--- config.mk ---
export PLATFORM = sky130hd
export DESIGN_NAME = load_align
export DESIGN_NICKNAME = d
export VERILOG_FILES = /design/src/design/mem_access_pkg.sv /design/src/design/load_align.sv
export SDC_FILE = /design/constraint.sdc
export NUM_CORES = 1
export LEC_CHECK = 0
export BUFFER_PORTS_ARGS = -buffer_cell sky130_fd_sc_hd__buf_2
export CAP_MARGIN = 20
export CORE_MARGIN = 3
export CORE_UTILIZATION = 36
export DETAILED_ROUTE_END_ITERATION = 12
export MAX_ROUTING_LAYER = met4
export PLACE_DENSITY = 0.81
export SLEW_MARGIN = 15
export SYNTH_ARGS = -nofsm -noshare
export SYNTH_HDL_FRONTEND = slang
export SYNTH_SLANG_ARGS = --single-unit
--- constraint.sdc ---
create_clock -name vclk -period 1.2
set_input_delay 0.06 -clock vclk [all_inputs]
set_output_delay 0.06 -clock vclk [all_outputs]
set_load 0.005 [all_outputs]
--- src/design/mem_access_pkg.sv ---
// memory access types shared by the access controller, aligner and word bank
`default_nettype none

package mem_access_pkg;

   // access width as encoded in the low two bits of the core's ctrl field
   typedef enum logic [1:0] {
      SZ_BYTE = 2'd0,
      SZ_HALF = 2'd1,
      SZ_WORD = 2'd2
   } access_size_e;

   // bit 2 of ctrl selects zero extension on loads
   typedef struct packed {
      logic         is_unsigned;
      access_size_e size;
   } access_ctrl_t;

   // request toward the word memory
   typedef struct packed {
      logic        rd;       // single-cycle read strobe
      logic        we;       // single-cycle write strobe
      logic        refresh;  // single-cycle refresh strobe
      logic [29:0] addr;     // word address
      logic [31:0] wdata;
      logic [3:0]  mask;     // 1 = byte gets written
   } mem_req_t;

   // response from the word memory
   typedef struct packed {
      logic        busy;
      logic [31:0] rdata;    // valid once busy drops
   } mem_rsp_t;

endpackage

`default_nettype wire

--- src/design/load_align.sv ---
// load aligner that shifts two read words by the byte offset and extends to the load size
`timescale 1ns/1ps
`default_nettype none

module load_align (
   input  wire [31:0]                   i_lo_word,
   input  wire [31:0]                   i_hi_word,
   input  wire [1:0]                    i_offset,
   input  mem_access_pkg::access_ctrl_t i_ctrl,
   output logic [31:0]                  o_rdata
);

   import mem_access_pkg::*;

   logic [55:0] joined;
   logic [55:0] shifted;
   logic [31:0] aligned;

   // 4 + 3 bytes cover every offset
   assign joined  = {i_hi_word[23:0], i_lo_word};
   assign shifted = joined >> {i_offset, 3'b000};
   assign aligned = shifted[31:0];

   always_comb begin
      case (i_ctrl.size)
         SZ_BYTE: begin
            if (i_ctrl.is_unsigned) o_rdata = {24'b0, aligned[7:0]};
            else                    o_rdata = {{24{aligned[7]}}, aligned[7:0]};
         end
         SZ_HALF: begin
            if (i_ctrl.is_unsigned) o_rdata = {16'b0, aligned[15:0]};
            else                    o_rdata = {{16{aligned[15]}}, aligned[15:0]};
         end
         default: o_rdata = aligned;  // full word
      endcase
   end

endmodule

`default_nettype wire

==> flow_metrics.env <==
export IMPL_pwr_density_cell_nw_per_um2=471.1
export IMPL_nets=284
export IMPL_antenna_found_initial=0
export IMPL_placed_area_um2=1748
export IMPL_area_growth_syn_to_layout_pct=91.77
export IMPL_rsz0062_at_grt="yes"
export IMPL_core_area_um2=2853
export IMPL_final_cell_mix="79 x buf_2, 34 x mux4_2, 22 x buf_4, 16 x nand2_1"
export IMPL_port_buffer_count=93
export IMPL_finalCritPeriodShare=1.141
export IMPL_irDropWorstVdd_mv=0.2340
export IMPL_wirelength_um=4346
export IMPL_final_min_clock_period_ns=1.369
export IMPL_drcViolationCount=0
export IMPL_max_freq_ghz=0.7305
export IMPL_power_total_mw=1.003
export IMPL_synth_cell_types=14
export IMPL_vias_per_cell=6.000
export IMPL_drive_above_1_share=0.8685
export IMPL_syn_nets=170
export IMPL_grt_pass1_vias=1399
export IMPL_final_area_um2=2128
export IMPL_io_pins=101
export IMPL_start_util=0.3890
export IMPL_hold_violations=0
export IMPL_n_clock_buffer=0
export IMPL_antenna_cells=0
export IMPL_leakage_nw=0.9852
export IMPL_seq_area_um2=0
export IMPL_max_slew_margin=0.7063
export IMPL_critical_path_class="in -> out"
export IMPL_dieArea_um2=3785
export IMPL_dr_pass1_iters=4
export IMPL_final_common_cell="buf_2"
export IMPL_grtUsageTotal=0.2314
export IMPL_vias=1464
export IMPL_cp_max_fo=5
export IMPL_drv_slew=0
export IMPL_critPathCaptureType="output pin"
export IMPL_cts_hold_buf=0
export IMPL_synth_warnings=0
export IMPL_violations="negative setup slack"
export IMPL_instances_no_fill=244
export IMPL_pre_cts_ws_ns=-0.2545
export IMPL_status="finished, violations left"
export IMPL_critPathLaunchType="primary input"
export IMPL_seq_cells=0
export IMPL_tns_ns=-2.658
export IMPL_die_y_um=61.53
export IMPL_final_util=0.7461
export IMPL_netlist_area_um2=1110
export IMPL_critical_path_required_ns=1.14
export IMPL_grt_max_degree=17
export IMPL_rows=19
export IMPL_setup_violations=24
export IMPL_overflow=0
export IMPL_die_w_um=61.53
export IMPL_seq_area_frac_synth=0
export IMPL_worst_pin_slew_ns=0.4406
export IMPL_dpl_cell_count=233
export IMPL_drtIter0Drc=70
export IMPL_grt_pass1_wl_um=6368
export IMPL_antenna_left=0
export IMPL_synthCells=101
export IMPL_layout_setup_ws_ns=-0.1688
export IMPL_gp_congestion=0.7400
export IMPL_dp_hpwl_um=3228
export IMPL_hold_path_class="in -> out"
export IMPL_routedWlPerCell_um=17.81
export IMPL_syn_area_per_cell_um2=10.99
export IMPL_hold_ws_ns=0.5018
export IMPL_cap_violations=0
export IMPL_arrival_ns=1.31
==> timing repair <==
item                       4_1_cts  5_1_grt
setup endpoints to repair       28       24
gates resized for setup         42       29
buffers inserted                 6        2
cloned                           3        0
==> power by group <==
group	internal, mW	switching (mW)
clock network	0	0
registers	0	0
logic	0.610	0.393
total	0.610	0.393
==> synthesized netlist by cell type <==
cell type / count / area [um^2]
o21ai_0: 14 / 70.07
buf_2: 5 / 25.02
clkbuf_1: 4 / 15.01
o21ai_1: 9 / 45.04
buf_4: 3 / 22.52
mux2i_4: 1 / 22.52
nor3_1: 1 / 5.000
mux4_2: 33 / 743.2
mux4_1: 1 / 26.28
o21ai_2: 1 / 8.760
buf_1: 1 / 3.750
or2_2: 1 / 6.260
buf_6: 2 / 22.52
nand2_1: 25 / 93.84
==> layout make-up <==
| class | count | area, um^2 |
|---|---|---|
| fill | 225 | 724.4 |
| multi-input combinational | 86 | 1120 |
| tap | 31 | 38.79 |
| timing repair buffer | 127 | 969.7 |
==> routing by layer <==
metal,track usage,vias up,share of wire
li1,-,650,-
met1,0.2401,738,0.33
met2,0.4738,64,0.59
met3,0.006289,12,0.054
met4,0.04545,0,0.021
met5,-,-,0
==> logic make-up after synthesis <==
| group | Yosys count | synth area share |
|---|---|---|
| buffers and inverters | 15 | 0.08003 |
| muxes | 35 | 0.7136 |
| AOI/OAI and AO/OA | 24 | 0.1116 |
| and+or+nand+nor | 27 | 0.09470 |
==> worst max-delay path, cell delays in order <==
cell and delay (ns):
buf_8 0.08, mux4_2 0.51, mux2i_4 0.18, buf_12 0.15, buf_16 0.11, o21ai_1 0.06
buf_2 0.16
==> final timing paths <==
path	from	endpoint	slack, ns	depth (start not counted)
min	i_lo_word[4]	o_rdata[4]	0.50	3
max	i_ctrl[0]	o_rdata[24]	-0.17	7
No activity file was read; power rests on OpenSTA's default activity.
