`src/design/refresh_timer.sv`:
```
// refresh timer that flags a due refresh and latches a late one
`timescale 1ns/1ps
`default_nettype none

module refresh_timer #(
   parameter int REFRESH_INTERVAL = 60,
   parameter int REFRESH_LIMIT    = 90
) (
   input  wire  clk,
   input  wire  rst_x,
   input  wire  i_refresh_start,
   output logic o_refresh_due,
   output logic o_late_refresh
);

   localparam int CNT_W = $clog2(REFRESH_LIMIT + 2);

   logic [CNT_W-1:0] r_count;

   always_ff @(posedge clk) begin
      if (!rst_x) begin
         r_count        <= '0;
         o_late_refresh <= 1'b0;
      end else begin
         if (i_refresh_start)
            r_count <= '0;
         else if (r_count != '1)
            r_count <= r_count + 1'b1;  // saturate at all ones
         if (r_count > CNT_W'(REFRESH_LIMIT))
            o_late_refresh <= 1'b1;     // sticky until reset
      end
   end

   assign o_refresh_due = r_count > CNT_W'(REFRESH_INTERVAL);

endmodule

`default_nettype wire

```
`config.mk`:
```
export PLATFORM = sky130hd
export DESIGN_NAME = refresh_timer
export DESIGN_NICKNAME = d
export VERILOG_FILES = /design/src/design/refresh_timer.sv
export SDC_FILE = /design/constraint.sdc
export NUM_CORES = 1
export LEC_CHECK = 0
export ABC_CLOCK_PERIOD_IN_PS = 1800
export BUFFER_PORTS_ARGS = -buffer_cell sky130_fd_sc_hd__buf_4
export CORE_AREA = 5 5 42 44
export DETAILED_ROUTE_END_ITERATION = 7
export DIE_AREA = 0 0 47 49
export GPL_TIMING_DRIVEN = 0
export MAX_ROUTING_LAYER = met4
export SLEW_MARGIN = 20
export SYNTH_ARGS = -nofsm -noshare
export SYNTH_HDL_FRONTEND = slang
export SYNTH_SLANG_ARGS = --single-unit
export TNS_END_PERCENT = 10
```
`constraint.sdc`:
```
create_clock -name clk -period 1.8 [get_ports clk]
set_clock_uncertainty 0.05 [all_clocks]
set_input_delay 0.18 -clock clk [delete_from_list [all_inputs] [get_ports clk]]
set_output_delay 0.18 -clock clk [all_outputs]
set_load 0.02 [all_outputs]
```
==> run metrics, run 1 <==
status=completed; Tmin final=about 1.5 ns; Worst Path Arrival=1.60 ns; Post-route DRC=0; vias in the first global route=about 280; total negative slack=0 ns; total power=between 0.3 and 0.4 mW; Hold Crit Class=in2reg; P_leak=between 0.15 and 0.2 nW; Worst Setup End Kind=register; root buf cell=clkbuf_4; post-synthesis sequential area ratio=0.4142; CTS tree=yes; I/O pins=5; initial core utilization=0.2759; Worst Max-Slew Pin Slew=0.2269 ns; post-route ant nets=0; Rel. slew slack=0.8487; full die area=~0.0023 mm2; first drt pass iteration count=4; CP Launch Type=register; Max Freq=between 600 and 700 MHz; critical path class=reg2reg; power density over the cells=between 700 and 800 mW/mm2; largest net degree at the start of global routing=9; global-route wire length before repair=between 1000 and 1500 um; DRT iter0 DRCs=16; CP required=about 1.9 ns; FF+latch count, synth=8; Mapped Area=just under 400 um2; clock latency on the worst-skew pair=approximately 0.26 ns; Final period util=0.8179; FP Rows=14; count of input and output buffers=4; Final Wtd Congestion=0.7154; CTS Buf Count=3; number of inserted diodes=0; Die Y=49 um; Setup-failing EPs final=0; most frequent cells in the layout=dfxtp_1, o21ai_0, a31oi_1; antenna violations before repair=0; H-Tree Depth=1; area grow syn2layout=18.77%; DRT Wirelength=around 710 um; vias=approximately 330; Final WS setup=0.3278 ns; clock slew at the register clock pins of the worst setup and hold paths=~0.050 ns; Final Hold Viols=0; ys flop type=dfxtp_1; total core area=0.001401 mm2; most common cell after layout, fill and taps aside=dfxtp_1; Die X=roughly 47 um; Hold Buf Count CTS=0; Post-synth ARST share=0; synthesized instance count=slightly above 40; Placed Cells=61; worst vdd ir=a little over 0.5 mV; GRT Overall Usage=0.07603; post-detail-place hpwl=523.9 um; Post-CTS Setup Repair Bufs=0; Unique masters post-synth=20; total grt overflow=0; Avg Cell Area, Syn=9.430 um2; RSZ-0062 raised after global routing=false; Pins Over Slew Limit=0; clock sink count=8; maximum capacitance violations=0; CP max FO=6; Mapped Nets=46; maximum clock path buffer count=2; routed len/inst=11.05 um; Vias/cell=roughly 5.2; Resized Gates After CTS=0; share of layout cells above drive strength 1=0.2708; hold depth=3; FF-to-FF path depth=4; yosys warns=0; Post-synth EDFFs=0; placement-stage worst setup slack=between 0.3 and 0.4 ns; nets@finish=between 50 and 60; non-filler cells, final=between 60 and 70
[flip-flops by register name (all words and copies together), names as in the netlist]
register / count
r_count: 7
o_late_refresh: 1
[worst max-delay path, cell delays in order (launching register included)]
cell      delay, ns
dfxtp_1        0.40
ha_1           0.26
nand3_1        0.16
or2_4          0.30
a311oi_2       0.22
[stage by stage]
step                      utilization  area (um2)  hold slack, ns
after floorplan                     -       386.6          0.2684
after global placement         0.3116       436.7          0.4014
after detailed placement       0.3116       436.7          0.4027
after CTS                      0.3277       459.2          0.1303
after global routing           0.3277       459.2          0.1482
final                          0.3277       459.2          0.1346
[cells in the mapped netlist (all sizes together) (2+ instances only)]
cell type | instances | share of area
nor2 | 2 | 0.019
nor3 | 2 | 0.026
a31oi | 5 | 0.081
ha | 2 | 0.065
and3 | 3 | 0.055
dfxtp | 8 | 0.41
nor2b | 2 | 0.032
o21ai | 6 | 0.078
nand3 | 2 | 0.039
[layout make-up]
| class | instances | area [um2] |
|---|---|---|
| repair buffers | 4 | 30.03 |
| inverters | 1 | 3.754 |
| well taps | 16 | 20.02 |
| fillers | 160 | 942.2 |
| clock buffers | 3 | 22.52 |
| multi-input cells | 32 | 222.7 |
| flip-flops and latches | 8 | 160.2 |
[logic make-up after synthesis]
family | share of synthesized area
AOI/OAI and AO/OA | 0.2815
adders and majority gates | 0.06471
buffers and inverters | 0.009699
DFF | 0.4142
and+or+nand+nor | 0.2298
[where the power goes]
part	total [mW]	internal, mW	switching [mW]
clock	0.140	0.0764	0.0632
sequential	0.182	0.179	0.00286
combinational	0.0136	0.00733	0.00627
total	0.335	0.263	0.0723
[metal layers]
layer | routed length (um) | global-route usage
met5 | 0 | -
met4 | 0 | 0.02765
met3 | 41 | 0.06642
met2 | 331 | 0.09729
met1 | 335 | 0.08426
[final timing paths]
| kind | from | end | slack [ns] |
|---|---|---|---|
| worst max-delay path | r_count[1]$_SDFFE_PP0P_ | r_count[5]$_SDFFE_PP0P_ | 0.33 |
| worst min-delay path | rst_x | o_late_refresh$_SDFFE_PN0N_ | 0.13 |
| worst max register to register | r_count[1]$_SDFFE_PP0P_ | r_count[5]$_SDFFE_PP0P_ | 0.33 |
| worst min register to register | o_late_refresh$_SDFFE_PN0N_ | o_late_refresh$_SDFFE_PN0N_ | 0.45 |
No activity file was read; power rests on OpenSTA's default activity.
==> run 2: changes to the inputs <==
--- a/config.mk
+++ b/config.mk
@@ -5,7 +5,7 @@
 export SDC_FILE = /design/constraint.sdc
 export NUM_CORES = 1
 export LEC_CHECK = 0
-export ABC_CLOCK_PERIOD_IN_PS = 1800
+export ABC_CLOCK_PERIOD_IN_PS = 1500
 export BUFFER_PORTS_ARGS = -buffer_cell sky130_fd_sc_hd__buf_4
 export CORE_AREA = 5 5 42 44
 export DETAILED_ROUTE_END_ITERATION = 7
==> constraint.sdc (replaced) <==
create_clock -name clk -period 1.5 [get_ports clk]
set_clock_uncertainty 0.05 [all_clocks]
set_input_delay 0.15 -clock clk [delete_from_list [all_inputs] [get_ports clk]]
set_output_delay 0.15 -clock clk [all_outputs]
set_load 0.02 [all_outputs]
==> run 2 against run 1 <==
Effect of this change:
- total power rose by 20%
- final cell count did not move
- utilization rose by 0.36 points
- die area did not move
- routed wire length fell by 0.42%
- clock power rose by 19%
- via count fell by 3.0%
- critical path depth did not move
- combinational power rose by 21%
- critical path type unchanged
==> run metrics, run 2 (synthesized netlist as in run 1, its figures left out) <==
status=completed; Hold Path Sink=o_late_refresh$_SDFFE_PN0N_; CP max FO=6; Rel. slew slack=0.8491; Resized Gates After CTS=0; hold_ws=0.1054 ns; clock latency on the worst-skew pair=between 0.2 and 0.3 ns; Hold Crit Start=rst_x; DRT Wirelength=approximately 700 um; R2R setup slack=0.12 ns; FF-to-FF path depth=4; clock slew at the register clock pins of the worst setup and hold paths=0.05 ns; Switching Fraction=0.2145; Worst Max-Slew Pin Slew=around 0.23 ns; vias=323; DRT iter0 DRCs=22; Post-route DRC=0; FF-to-FF End=r_count[5]$_SDFFE_PP0P_; H-Tree Depth=1; Cell Chain, Critical Path=ha_2, nand3_1, or2_4, a311oi_2; first drt pass iteration count=4; total grt overflow=0; Setup-failing EPs final=0; FP Rows=14; Tmin final=1.376 ns; Net Sw Power=about 0.086 mW; largest net degree at the start of global routing=9; Clock power frac=0.415; Finished Core Util=0.3313; Hold Crit Class=in2reg; Die Y=a little under 50 um; worst vdd ir=0.6116 mV; area grow syn2layout=20.06%; placement-stage worst setup slack=a little over 0.05 ns; Pint=roughly 0.32 mW; count of input and output buffers=4; antenna violations before repair=0; Final WS setup=0.1242 ns; Hold Buf Count CTS=0; fillers=157; power density over the cells=slightly below 900 mW/mm2; total negative slack=0 ns; Vias/cell=approximately 5.0; Worst Path Arrival=1.50 ns; routed len/inst=between 10 and 15 um; post-route ant nets=0; share of layout cells above drive strength 1=0.3333; total core area=between 0.001 and 0.0015 mm2; initial core utilization=0.2759; I/O pins=5; worst r2r src=r_count[0]$_SDFFE_PP0P_; root buf cell=clkbuf_4; sequential power share=0.544; biggest regs=r_count: 7 flops, o_late_refresh: 1 flops; post-detail-place hpwl=roughly 520 um; max reg flops=7; Comb pwr share=0.041; CTS Buf Count=3; nets@finish=between 50 and 60; Die X=about 47 um; Post-CTS Setup Repair Bufs=0; hold depth=3; number of inserted diodes=0; Most flops, register=r_count; CP required=~1.6 ns; Slowest cell on crit path=dfxtp_2; GRT Overall Usage=0.07603; CP Launch Type=register; Final Hold Viols=0; CTS tree=yes; full die area=about 0.0023 mm2; maximum capacitance violations=0; RSZ-0062 raised after global routing=false; critical path's largest stage delay=between 0.3 and 0.4 ns; most frequent cells in the layout=o21ai_0, dfxtp_1, a31oi_1; Final Wtd Congestion=roughly 0.72; vias in the first global route=between 200 and 300; critical path class=reg2reg; Worst Setup End Kind=register; global-route wire length before repair=about 1200 um; maximum clock path buffer count=2; Max Freq=~730 MHz; Pins Over Slew Limit=0; clock sink count=8; P_leak=~0.16 nW; Final period util=0.9172
==> run 2: how the worst max path moves through the flow <==
stage	startpoint	endpoint	slack, ns	cells past startpoint
detailed placement	r_count[0]$_SDFFE_PP0P_	r_count[5]$_SDFFE_PP0P_	0.05	4
finish	r_count[0]$_SDFFE_PP0P_	r_count[5]$_SDFFE_PP0P_	0.12	4
global route	r_count[1]$_SDFFE_PP0P_	r_count[5]$_SDFFE_PP0P_	0.02	4
global placement	r_count[0]$_SDFFE_PP0P_	r_count[5]$_SDFFE_PP0P_	0.06	4
CTS	r_count[0]$_SDFFE_PP0P_	r_count[5]$_SDFFE_PP0P_	0.03	4
floorplan	r_count[1]$_SDFFE_PP0P_	r_count[5]$_SDFFE_PP0P_	0.18	4
==> run 2: worst max-delay path, delay by kind of cell, from the launching register on <==
kind | cells | cell delay, ns
adder cells (fa/ha/maj) | 1 | 0.22
AO/OA/AOI/OAI | 1 | 0.22
AND/OR/NAND/NOR | 2 | 0.43
flip-flops | 1 | 0.36
==> run 2: area by class of cell <==
type,count,area [um2],area share
Timing Repair Buffer,4,30.03,0.06469
Inverter,1,3.754,0.008086
Clock buffer,3,22.52,0.04852
Sequential cell,8,162.7,0.3504
Tap cell,16,20.02,0.04313
Multi-Input combinational cell,32,225.2,0.4852
==> run 2: power by group through the flow <==
stage                     combinational (mW)  clock, mW  sequential (mW)
after floorplan                      0.00986          0            0.222
after global placement                0.0160          0            0.223
after detailed placement              0.0163          0            0.223
after CTS                             0.0165      0.173            0.219
after global routing                  0.0183      0.182            0.220
final                                 0.0164      0.167            0.219
==> run 2: metrics by stage <==
stage | instances | area, um2 | power (mW)
2_1_floorplan | 41 | 386.6 | 0.2323
3_3_place_gp | 61 | 436.7 | 0.2392
3_5_place_dp | 61 | 436.7 | 0.2396
4_1_cts | 64 | 459.2 | 0.4086
5_1_grt | 64 | 464.2 | 0.4203
6_report | 64 | 464.2 | 0.4028
==> run 2: layer usage <==
metal | part of all wire | routed length (um) | up-vias | global-route usage
li1 | - | - | 173 | -
met1 | 0.47 | 334 | 145 | 0.08426
met2 | 0.47 | 329 | 5 | 0.09729
met3 | 0.058 | 41 | 0 | 0.06642
met4 | 0 | 0 | 0 | 0.02765
met5 | 0 | 0 | - | -
