## src/design/mem_access_pkg.sv

```systemverilog
// memory access types shared by the access controller, aligner and word bank
`default_nettype none

package mem_access_pkg;

   // access width as encoded in the low two bits of the core's ctrl field
   typedef enum logic [1:0] {
      SZ_BYTE = 2'd0,
      SZ_HALF = 2'd1,
      SZ_WORD = 2'd2
   } access_size_e;

   // bit 2 of ctrl selects zero extension on loads
   typedef struct packed {
      logic         is_unsigned;
      access_size_e size;
   } access_ctrl_t;

   // request toward the word memory
   typedef struct packed {
      logic        rd;       // single-cycle read strobe
      logic        we;       // single-cycle write strobe
      logic        refresh;  // single-cycle refresh strobe
      logic [29:0] addr;     // word address
      logic [31:0] wdata;
      logic [3:0]  mask;     // 1 = byte gets written
   } mem_req_t;

   // response from the word memory
   typedef struct packed {
      logic        busy;
      logic [31:0] rdata;    // valid once busy drops
   } mem_rsp_t;

endpackage

`default_nettype wire

```

## src/design/unaligned_access_ctrl.sv

```systemverilog
// access controller that splits unaligned loads and stores into word accesses and runs refresh
`timescale 1ns/1ps
`default_nettype none

module unaligned_access_ctrl (
   input  wire                          clk,
   input  wire                          rst_x,
   input  wire                          i_rd_en,
   input  wire                          i_wr_en,
   input  wire [31:0]                   i_addr,
   input  wire [31:0]                   i_wdata,
   input  mem_access_pkg::access_ctrl_t i_ctrl,
   input  mem_access_pkg::mem_rsp_t     i_mem_rsp,
   input  wire                          i_refresh_due,
   output mem_access_pkg::mem_req_t     o_mem_req,
   output logic                         o_busy,
   output logic                         o_refresh_start,
   output logic [31:0]                  o_lo_word,
   output logic [31:0]                  o_hi_word,
   output logic [1:0]                   o_offset,
   output mem_access_pkg::access_ctrl_t o_ctrl
);

   import mem_access_pkg::*;

   typedef enum logic [1:0] {
      S_IDLE,
      S_WAIT_HI,   // strobe sent, waiting for the bank to go busy
      S_WAIT_LO,   // bank busy, waiting for it to finish
      S_DONE
   } state_e;

   typedef enum logic [1:0] {
      OP_LOAD,
      OP_STORE,
      OP_REFRESH
   } op_e;

   state_e      r_state;
   op_e         r_op;
   logic        r_phase;     // 0 on the first word, 1 on the carried word
   logic        r_busy;
   logic        r_rd;
   logic        r_we;
   logic        r_refresh;

   logic        r_split;
   logic [29:0] r_maddr;
   logic [31:0] r_mwdata;
   logic [3:0]  r_mmask;
   logic [31:0] r_hi_wdata;
   logic [3:0]  r_hi_mask;

   logic [31:0] size_data;
   logic [3:0]  size_mask;
   logic [2:0]  size_bytes;
   logic [63:0] st_shift;
   logic [7:0]  st_mask;
   logic        split;

   logic        accept_rd;
   logic        accept_wr;
   logic        start_ref;
   logic        mem_done;
   logic        go_second;

   // store data and mask placed across two adjacent words
   always_comb begin
      case (i_ctrl.size)
         SZ_BYTE: begin
            size_data  = {24'b0, i_wdata[7:0]};
            size_mask  = 4'b0001;
            size_bytes = 3'd1;
         end
         SZ_HALF: begin
            size_data  = {16'b0, i_wdata[15:0]};
            size_mask  = 4'b0011;
            size_bytes = 3'd2;
         end
         default: begin
            size_data  = i_wdata;
            size_mask  = 4'b1111;
            size_bytes = 3'd4;
         end
      endcase
   end

   assign st_shift = {32'b0, size_data} << {i_addr[1:0], 3'b000};
   assign st_mask  = {4'b0, size_mask} << i_addr[1:0];
   assign split    = ({1'b0, i_addr[1:0]} + size_bytes) > 3'd4;  // spills into next word

   // read wins over write, any request wins over refresh
   assign accept_rd = (r_state == S_IDLE) && !r_busy && i_rd_en;
   assign accept_wr = (r_state == S_IDLE) && !r_busy && !i_rd_en && i_wr_en;
   assign start_ref = (r_state == S_IDLE) && !r_busy && !i_rd_en && !i_wr_en && i_refresh_due;

   assign mem_done  = (r_state == S_WAIT_LO) && !i_mem_rsp.busy;
   assign go_second = mem_done && (r_op != OP_REFRESH) && !r_phase && r_split;

   always_ff @(posedge clk) begin
      if (!rst_x) begin
         r_state   <= S_IDLE;
         r_op      <= OP_LOAD;
         r_phase   <= 1'b0;
         r_busy    <= 1'b0;
         r_rd      <= 1'b0;
         r_we      <= 1'b0;
         r_refresh <= 1'b0;
      end else begin
         r_rd      <= 1'b0;  // strobes last one cycle
         r_we      <= 1'b0;
         r_refresh <= 1'b0;
         case (r_state)
            S_IDLE: begin
               r_phase <= 1'b0;
               if (accept_rd) begin
                  r_rd    <= 1'b1;
                  r_busy  <= 1'b1;
                  r_op    <= OP_LOAD;
                  r_state <= S_WAIT_HI;
               end else if (accept_wr) begin
                  r_we    <= 1'b1;
                  r_busy  <= 1'b1;
                  r_op    <= OP_STORE;
                  r_state <= S_WAIT_HI;
               end else if (start_ref) begin
                  r_refresh <= 1'b1;
                  r_busy    <= 1'b1;
                  r_op      <= OP_REFRESH;
                  r_state   <= S_WAIT_HI;
               end
            end
            S_WAIT_HI: begin
               if (i_mem_rsp.busy) r_state <= S_WAIT_LO;
            end
            S_WAIT_LO: begin
               if (go_second) begin
                  r_phase <= 1'b1;
                  if (r_op == OP_LOAD) r_rd <= 1'b1;
                  else                 r_we <= 1'b1;
                  r_state <= S_WAIT_HI;
               end else if (mem_done) begin
                  r_state <= S_DONE;
               end
            end
            S_DONE: begin
               r_busy  <= 1'b0;
               r_state <= S_IDLE;
            end
            default: r_state <= S_IDLE;
         endcase
      end
   end

   // address, data and captured read words
   always_ff @(posedge clk) begin
      if (accept_rd || accept_wr) begin
         r_maddr    <= i_addr[31:2];
         r_mwdata   <= st_shift[31:0];
         r_mmask    <= accept_wr ? st_mask[3:0] : 4'b0000;
         r_hi_wdata <= st_shift[63:32];
         r_hi_mask  <= st_mask[7:4];
         r_split    <= split;
      end
      if (accept_rd) begin
         o_offset <= i_addr[1:0];  // held for the aligner until the next load
         o_ctrl   <= i_ctrl;
      end
      if (go_second) begin
         r_maddr  <= r_maddr + 30'd1;
         r_mwdata <= r_hi_wdata;
         r_mmask  <= (r_op == OP_STORE) ? r_hi_mask : 4'b0000;
      end
      if (mem_done && (r_op == OP_LOAD)) begin
         if (r_phase) o_hi_word <= i_mem_rsp.rdata;
         else         o_lo_word <= i_mem_rsp.rdata;
      end
   end

   assign o_mem_req = '{rd:      r_rd,
                        we:      r_we,
                        refresh: r_refresh,
                        addr:    r_maddr,
                        wdata:   r_mwdata,
                        mask:    r_mmask};

   assign o_busy          = r_busy;
   assign o_refresh_start = r_refresh;  // timer restarts its count

endmodule

`default_nettype wire

```

## config.mk

```make
export PLATFORM = sky130hd
export DESIGN_NAME = unaligned_access_ctrl
export DESIGN_NICKNAME = d
export VERILOG_FILES = /design/src/design/mem_access_pkg.sv /design/src/design/unaligned_access_ctrl.sv
export SDC_FILE = /design/constraint.sdc
export NUM_CORES = 1
export LEC_CHECK = 0
export ABC_AREA = 1
export BUFFER_PORTS_ARGS = -buffer_cell sky130_fd_sc_hd__buf_2
export CORE_MARGIN = 10
export CORE_UTILIZATION = 46
export DETAILED_ROUTE_END_ITERATION = 16
export PLACE_DENSITY = 0.76
export SLEW_MARGIN = 20
export SYNTH_ARGS = -nofsm -noshare
export SYNTH_HDL_FRONTEND = slang
export SYNTH_SLANG_ARGS = --single-unit
```

## constraint.sdc

```tcl
create_clock -name clk -period 3.2 [get_ports clk]
set_input_delay 0.16 -clock clk [delete_from_list [all_inputs] [get_ports clk]]
set_output_delay 0.16 -clock clk [all_outputs]
set_load 0.01 [all_outputs]
```

==> run summary <==
STATUS
------------------------------------------------------------------------------------------
Run status                                                                    complete, no violations

TIMING
------------------------------------------------------------------------------------------
Worst clock skew on the final layout                                           0.009870 ns
Relative slew slack                                                                 47.55%
Setup tns final                                                                       0 ns
Number of pins with negative max-slew slack in the final report                          0
Hold violation count in the final report                                                 0
Actual transition at the worst max-transition pin                                0.7856 ns
Setup repair after global routing missed its margin                                     no
Highest achievable clock rate                                                    421.6 MHz
Final critical delay including setup and external delays                          2.372 ns
Number of endpoints failing setup at the final stage                                     0
Final worst-path cycle share                                                        74.12%
Worst setup slack after layout                                                   0.8282 ns

FLOORPLANNING
------------------------------------------------------------------------------------------
Die footprint                                                                  22620 sq um
Chip height                                                                       150.4 um
Initial core utilization                                                            47.00%
Horizontal die dimension                                                          150.4 um
Number of placement rows                                                                47
Core footprint                                                                 16640 sq um
Top-level port count                                                                   245

MIN PATH
------------------------------------------------------------------------------------------
Hold_sp                                                                          i_addr[3]
Kind of path behind the tightest hold check                                   input pin to flop
Hold path cells                                                                          3
Hold Path End                                                                   r_maddr[1]

FINAL LAYOUT
------------------------------------------------------------------------------------------
Number of nets at the end of the flow                                                 1158
Area added between synthesis and finish                                             30.92%
Share of post-route cells with drive strength above 1                               29.02%
Filler Cells Inserted                                                                 1351
Design Area, Final                                                             10240 sq um

PLACEMENT
------------------------------------------------------------------------------------------
Place WS                                                                         0.8527 ns
Count of input and output buffers                                                      244
Cell area reported after detailed placement                                     9236 sq um
Routability cong.                                                                   0.8916
Detailed placement HPWL                                                           16610 um

CTS
------------------------------------------------------------------------------------------
Count of H-tree levels built during CTS                                                  4
Resized Gates After CTS                                                                  0
CTS sink cnt                                                                           172
CTS hold repair buffers                                                                 42
Clock-pin slew on the worst setup and hold paths                                   0.07 ns
Buffers from clock root to sink, at most                                                 2
Setup repair bufs after CTS                                                              0
Latest clock arrival within the worst-skew pair                                    0.43 ns
Number of buffers added by the clock tree synthesis step                                17
CTS tree                                                                               yes
Library cell used as clock root buffer                                           clkbuf_16

SYNTH
------------------------------------------------------------------------------------------
Fraction of registers with async set or reset after synthesis                           0%
Syn Inst Count                                                                         764
Share of synthesized cell area in full adder, half adder and majority cells         1.376%
Multiplexer share of the synthesized area                                               0%
Fraction of the yosys area taken by sequential cells                                64.89%
Dominant combinational cell family by area after synthesis                    simple AND/OR/NAND/NOR gates
Synth Area in Compound Gates                                                        7.759%
Post-synthesis cell type count                                                          31
Post-Synthesis Cell Area                                                        7821 sq um
Count of synthesis-stage warnings from yosys                                             0
Synthesized area per cell                                                      10.24 sq um
Main synth FF type                                                                edfxtp_1
Synthesized-area fraction occupied by and/or/nand/nor cells                         19.56%
Mapped Nets                                                                            877
Post-synthesis share of cell area spent on xor and xnor gates                       1.456%
Count of flip-flops with a built-in enable after synthesis                             163
Yosys reg bits                                                                         172

WORST SETUP PATH
------------------------------------------------------------------------------------------
Kind of launch point of the worst setup path                                          flop
R2R Path End                                                                   r_maddr[10]
CP Max Fanout                                                                           43
Register-to-Register Setup Slack                                                   0.83 ns
Type of the worst setup path                                                  flop to flop
Master of the slowest instance on the critical path                                  inv_2
Crit. End Element                                                                     flop
FF-to-FF Start                                                                  r_state[0]
Data arrival at the endpoint of the critical path                                  2.65 ns
Worst EP required                                                                  3.47 ns
Cells traversed along the worst timing path                                   inv_1, ha_1, nand2_1, nor2_2, nand2_2, inv_2, o21ai_0, o21ai_1
Largest stage delay on the critical path                                           0.65 ns
Worst-case reg-to-reg path depth                                                         8

ROUTING
------------------------------------------------------------------------------------------
Detailed-route wire length per cell                                               17.82 um
Drt first-iter violations                                                              623
Antenna violation net count after detailed routing                                       0
DRC errors left                                                                          0
Detailed-route wire length                                                        22820 um
Router iterations before antenna repair                                                  6
Overall via count from detail_route                                                   6465
Number of vias per cell after detailed routing                                       5.047

GLOBAL ROUTE
------------------------------------------------------------------------------------------
Global-route total usage across every layer                                         19.87%
Number of global-route vias before repair                                             6499
Global-route wire length before repair                                            35020 um
Number of antenna violations at the first check in global routing                        3
Maximum number of pins on one net before global-route repair                            67
Remaining global-route overflow                                                          0

POWER AND IR DROP
------------------------------------------------------------------------------------------
Switching share of power                                                            33.60%
Register share of total power                                                        47.9%
Pwr dens                                                                      727.5 nW/um^2
Internal power contribution                                                       4.947 mW
Maximum VDD drop                                                                 0.4329 mV
Portion of total power attributed to the clock network                               27.2%
Power dissipated by switching net loads                                           2.503 mW
Static leakage                                                                    4.333 nW
Comb power frac                                                                      24.9%

FLOW RUN
------------------------------------------------------------------------------------------
Max-cap viol count                                                                       0

metal layers:
layer / vias to the layer above / routed length (um) / track usage (%)
li1: 3160 / - / -
met3: 44 / 1826 / 4.952
met1: 2964 / 8692 / 23.88
met2: 297 / 11680 / 33.82
met5: - / 0 / 0
met4: 0 / 623 / 7.289
power groups by stage:
stage	Combinational [mW]	Clock [mW]	Sequential, mW
2_1_floorplan	0.828	0	3.74
3_3_place_gp	1.78	0	3.60
3_5_place_dp	1.82	0	3.61
4_1_cts	1.87	2.04	3.56
5_1_grt	2.05	2.13	3.63
6_report	1.85	2.03	3.57
critical path: cells and delay by family, from the launching register on:
family | cells | cell delay, ns
buffers and inverters | 2 | 0.76
AND/OR/NAND/NOR | 3 | 0.50
AO/OA/AOI/OAI | 2 | 0.36
flip-flops | 1 | 0.35
adder cells (fa/ha/maj) | 1 | 0.23
cell usage after synthesis, drive strengths merged, types with 3 or more instances:
library cell | instances | area, sq um
inv | 55 | 206.4
nor2 | 85 | 346.6
o21ai | 67 | 335.3
nand4 | 4 | 25.02
nand2 | 239 | 909.6
buf | 24 | 143.9
nor3 | 10 | 50.05
xnor2 | 3 | 26.28
nand3 | 18 | 95.09
edfxtp | 163 | 4895
a31oi | 9 | 56.30
a21oi | 18 | 90.09
dfxtp | 9 | 180.2
ha | 7 | 87.58
clkbuf | 9 | 33.78
xor2 | 10 | 87.58
nand3b | 13 | 97.59
o31ai | 10 | 75.07
o22ai | 8 | 50.05
placed cells by master, fill, tap and decap left out, drive strengths merged:
| cell type | count |
|---|---|
| buf | 253 |
| nand2 | 239 |
| edfxtp | 163 |
| nor2 | 85 |
| o21ai | 67 |
| inv | 64 |
| dlygate4sd3 | 42 |
| a21oi | 18 |
| nand3 | 18 |
| clkbuf | 18 |
| nand3b | 13 |
| xor2 | 10 |
| o31ai | 10 |
| nor3 | 10 |
| a31oi | 9 |
| dfxtp | 9 |
| o22ai | 8 |
| ha | 7 |
| nand4 | 4 |
| diode | 3 |
| xnor2 | 3 |
| clkinv | 3 |
| clkinvlp | 2 |
| or2 | 1 |
| fa | 1 |
| bufinv | 1 |
stage by stage:
step / power (mW) / util [%] / instances / hold slack [ns]
6_report: 7.450 / 61.53 / 1281 / 0.01564
2_1_floorplan: 4.567 / - / 764 / 0.2576
3_3_place_gp: 5.379 / 55.50 / 1204 / 0.3362
4_1_cts: 7.476 / 61.48 / 1278 / 0.0007902
3_5_place_dp: 5.424 / 55.50 / 1204 / 0.3392
5_1_grt: 7.801 / 61.51 / 1280 / 0.01655
final cells by class:
cell class              instances  area [sq um]  share of cell area [%]
multi-input cells             503          2375                   23.19
repair buffers                295          1722                   16.81
clock inverters                14         146.4                   1.430
flip-flops and latches        172          5075                   49.56
well taps                     220         275.3                   2.688
clock buffers                  18         429.2                   4.191
diodes                          3         7.507                 0.07331
inverters                      56         210.2                   2.053
state kept, by name (all words and copies together) (netlist names), 2 cells and up:
name        cells
o_ctrl          3
o_hi_word      32
o_lo_word      32
o_offset        2
r_hi_mask       3
r_hi_wdata     24
r_maddr        30
r_mmask         4
r_mwdata       32
r_op            2
r_state         2
worst max path at each step:
stage,start,endpoint,slack [ns],depth (start not counted)
floorplan,r_state[0],r_maddr[0],0.11,8
global placement,r_state[0],r_maddr[10],0.96,8
detailed placement,r_state[0],r_maddr[10],0.85,8
CTS,r_state[0],r_maddr[10],0.82,8
global route,r_state[0],r_maddr[10],0.60,8
finish,r_state[0],r_maddr[10],0.83,8
logic make-up after synthesis:
kind of cell	after synthesis
adder cells (fa/ha/maj)	8
flip-flops	172
AO/OA/AOI/OAI	112
AND/OR/NAND/NOR	370
XOR/XNOR	13
buffers and inverters	89
Note: power is estimated with default switching activity, not from simulation.
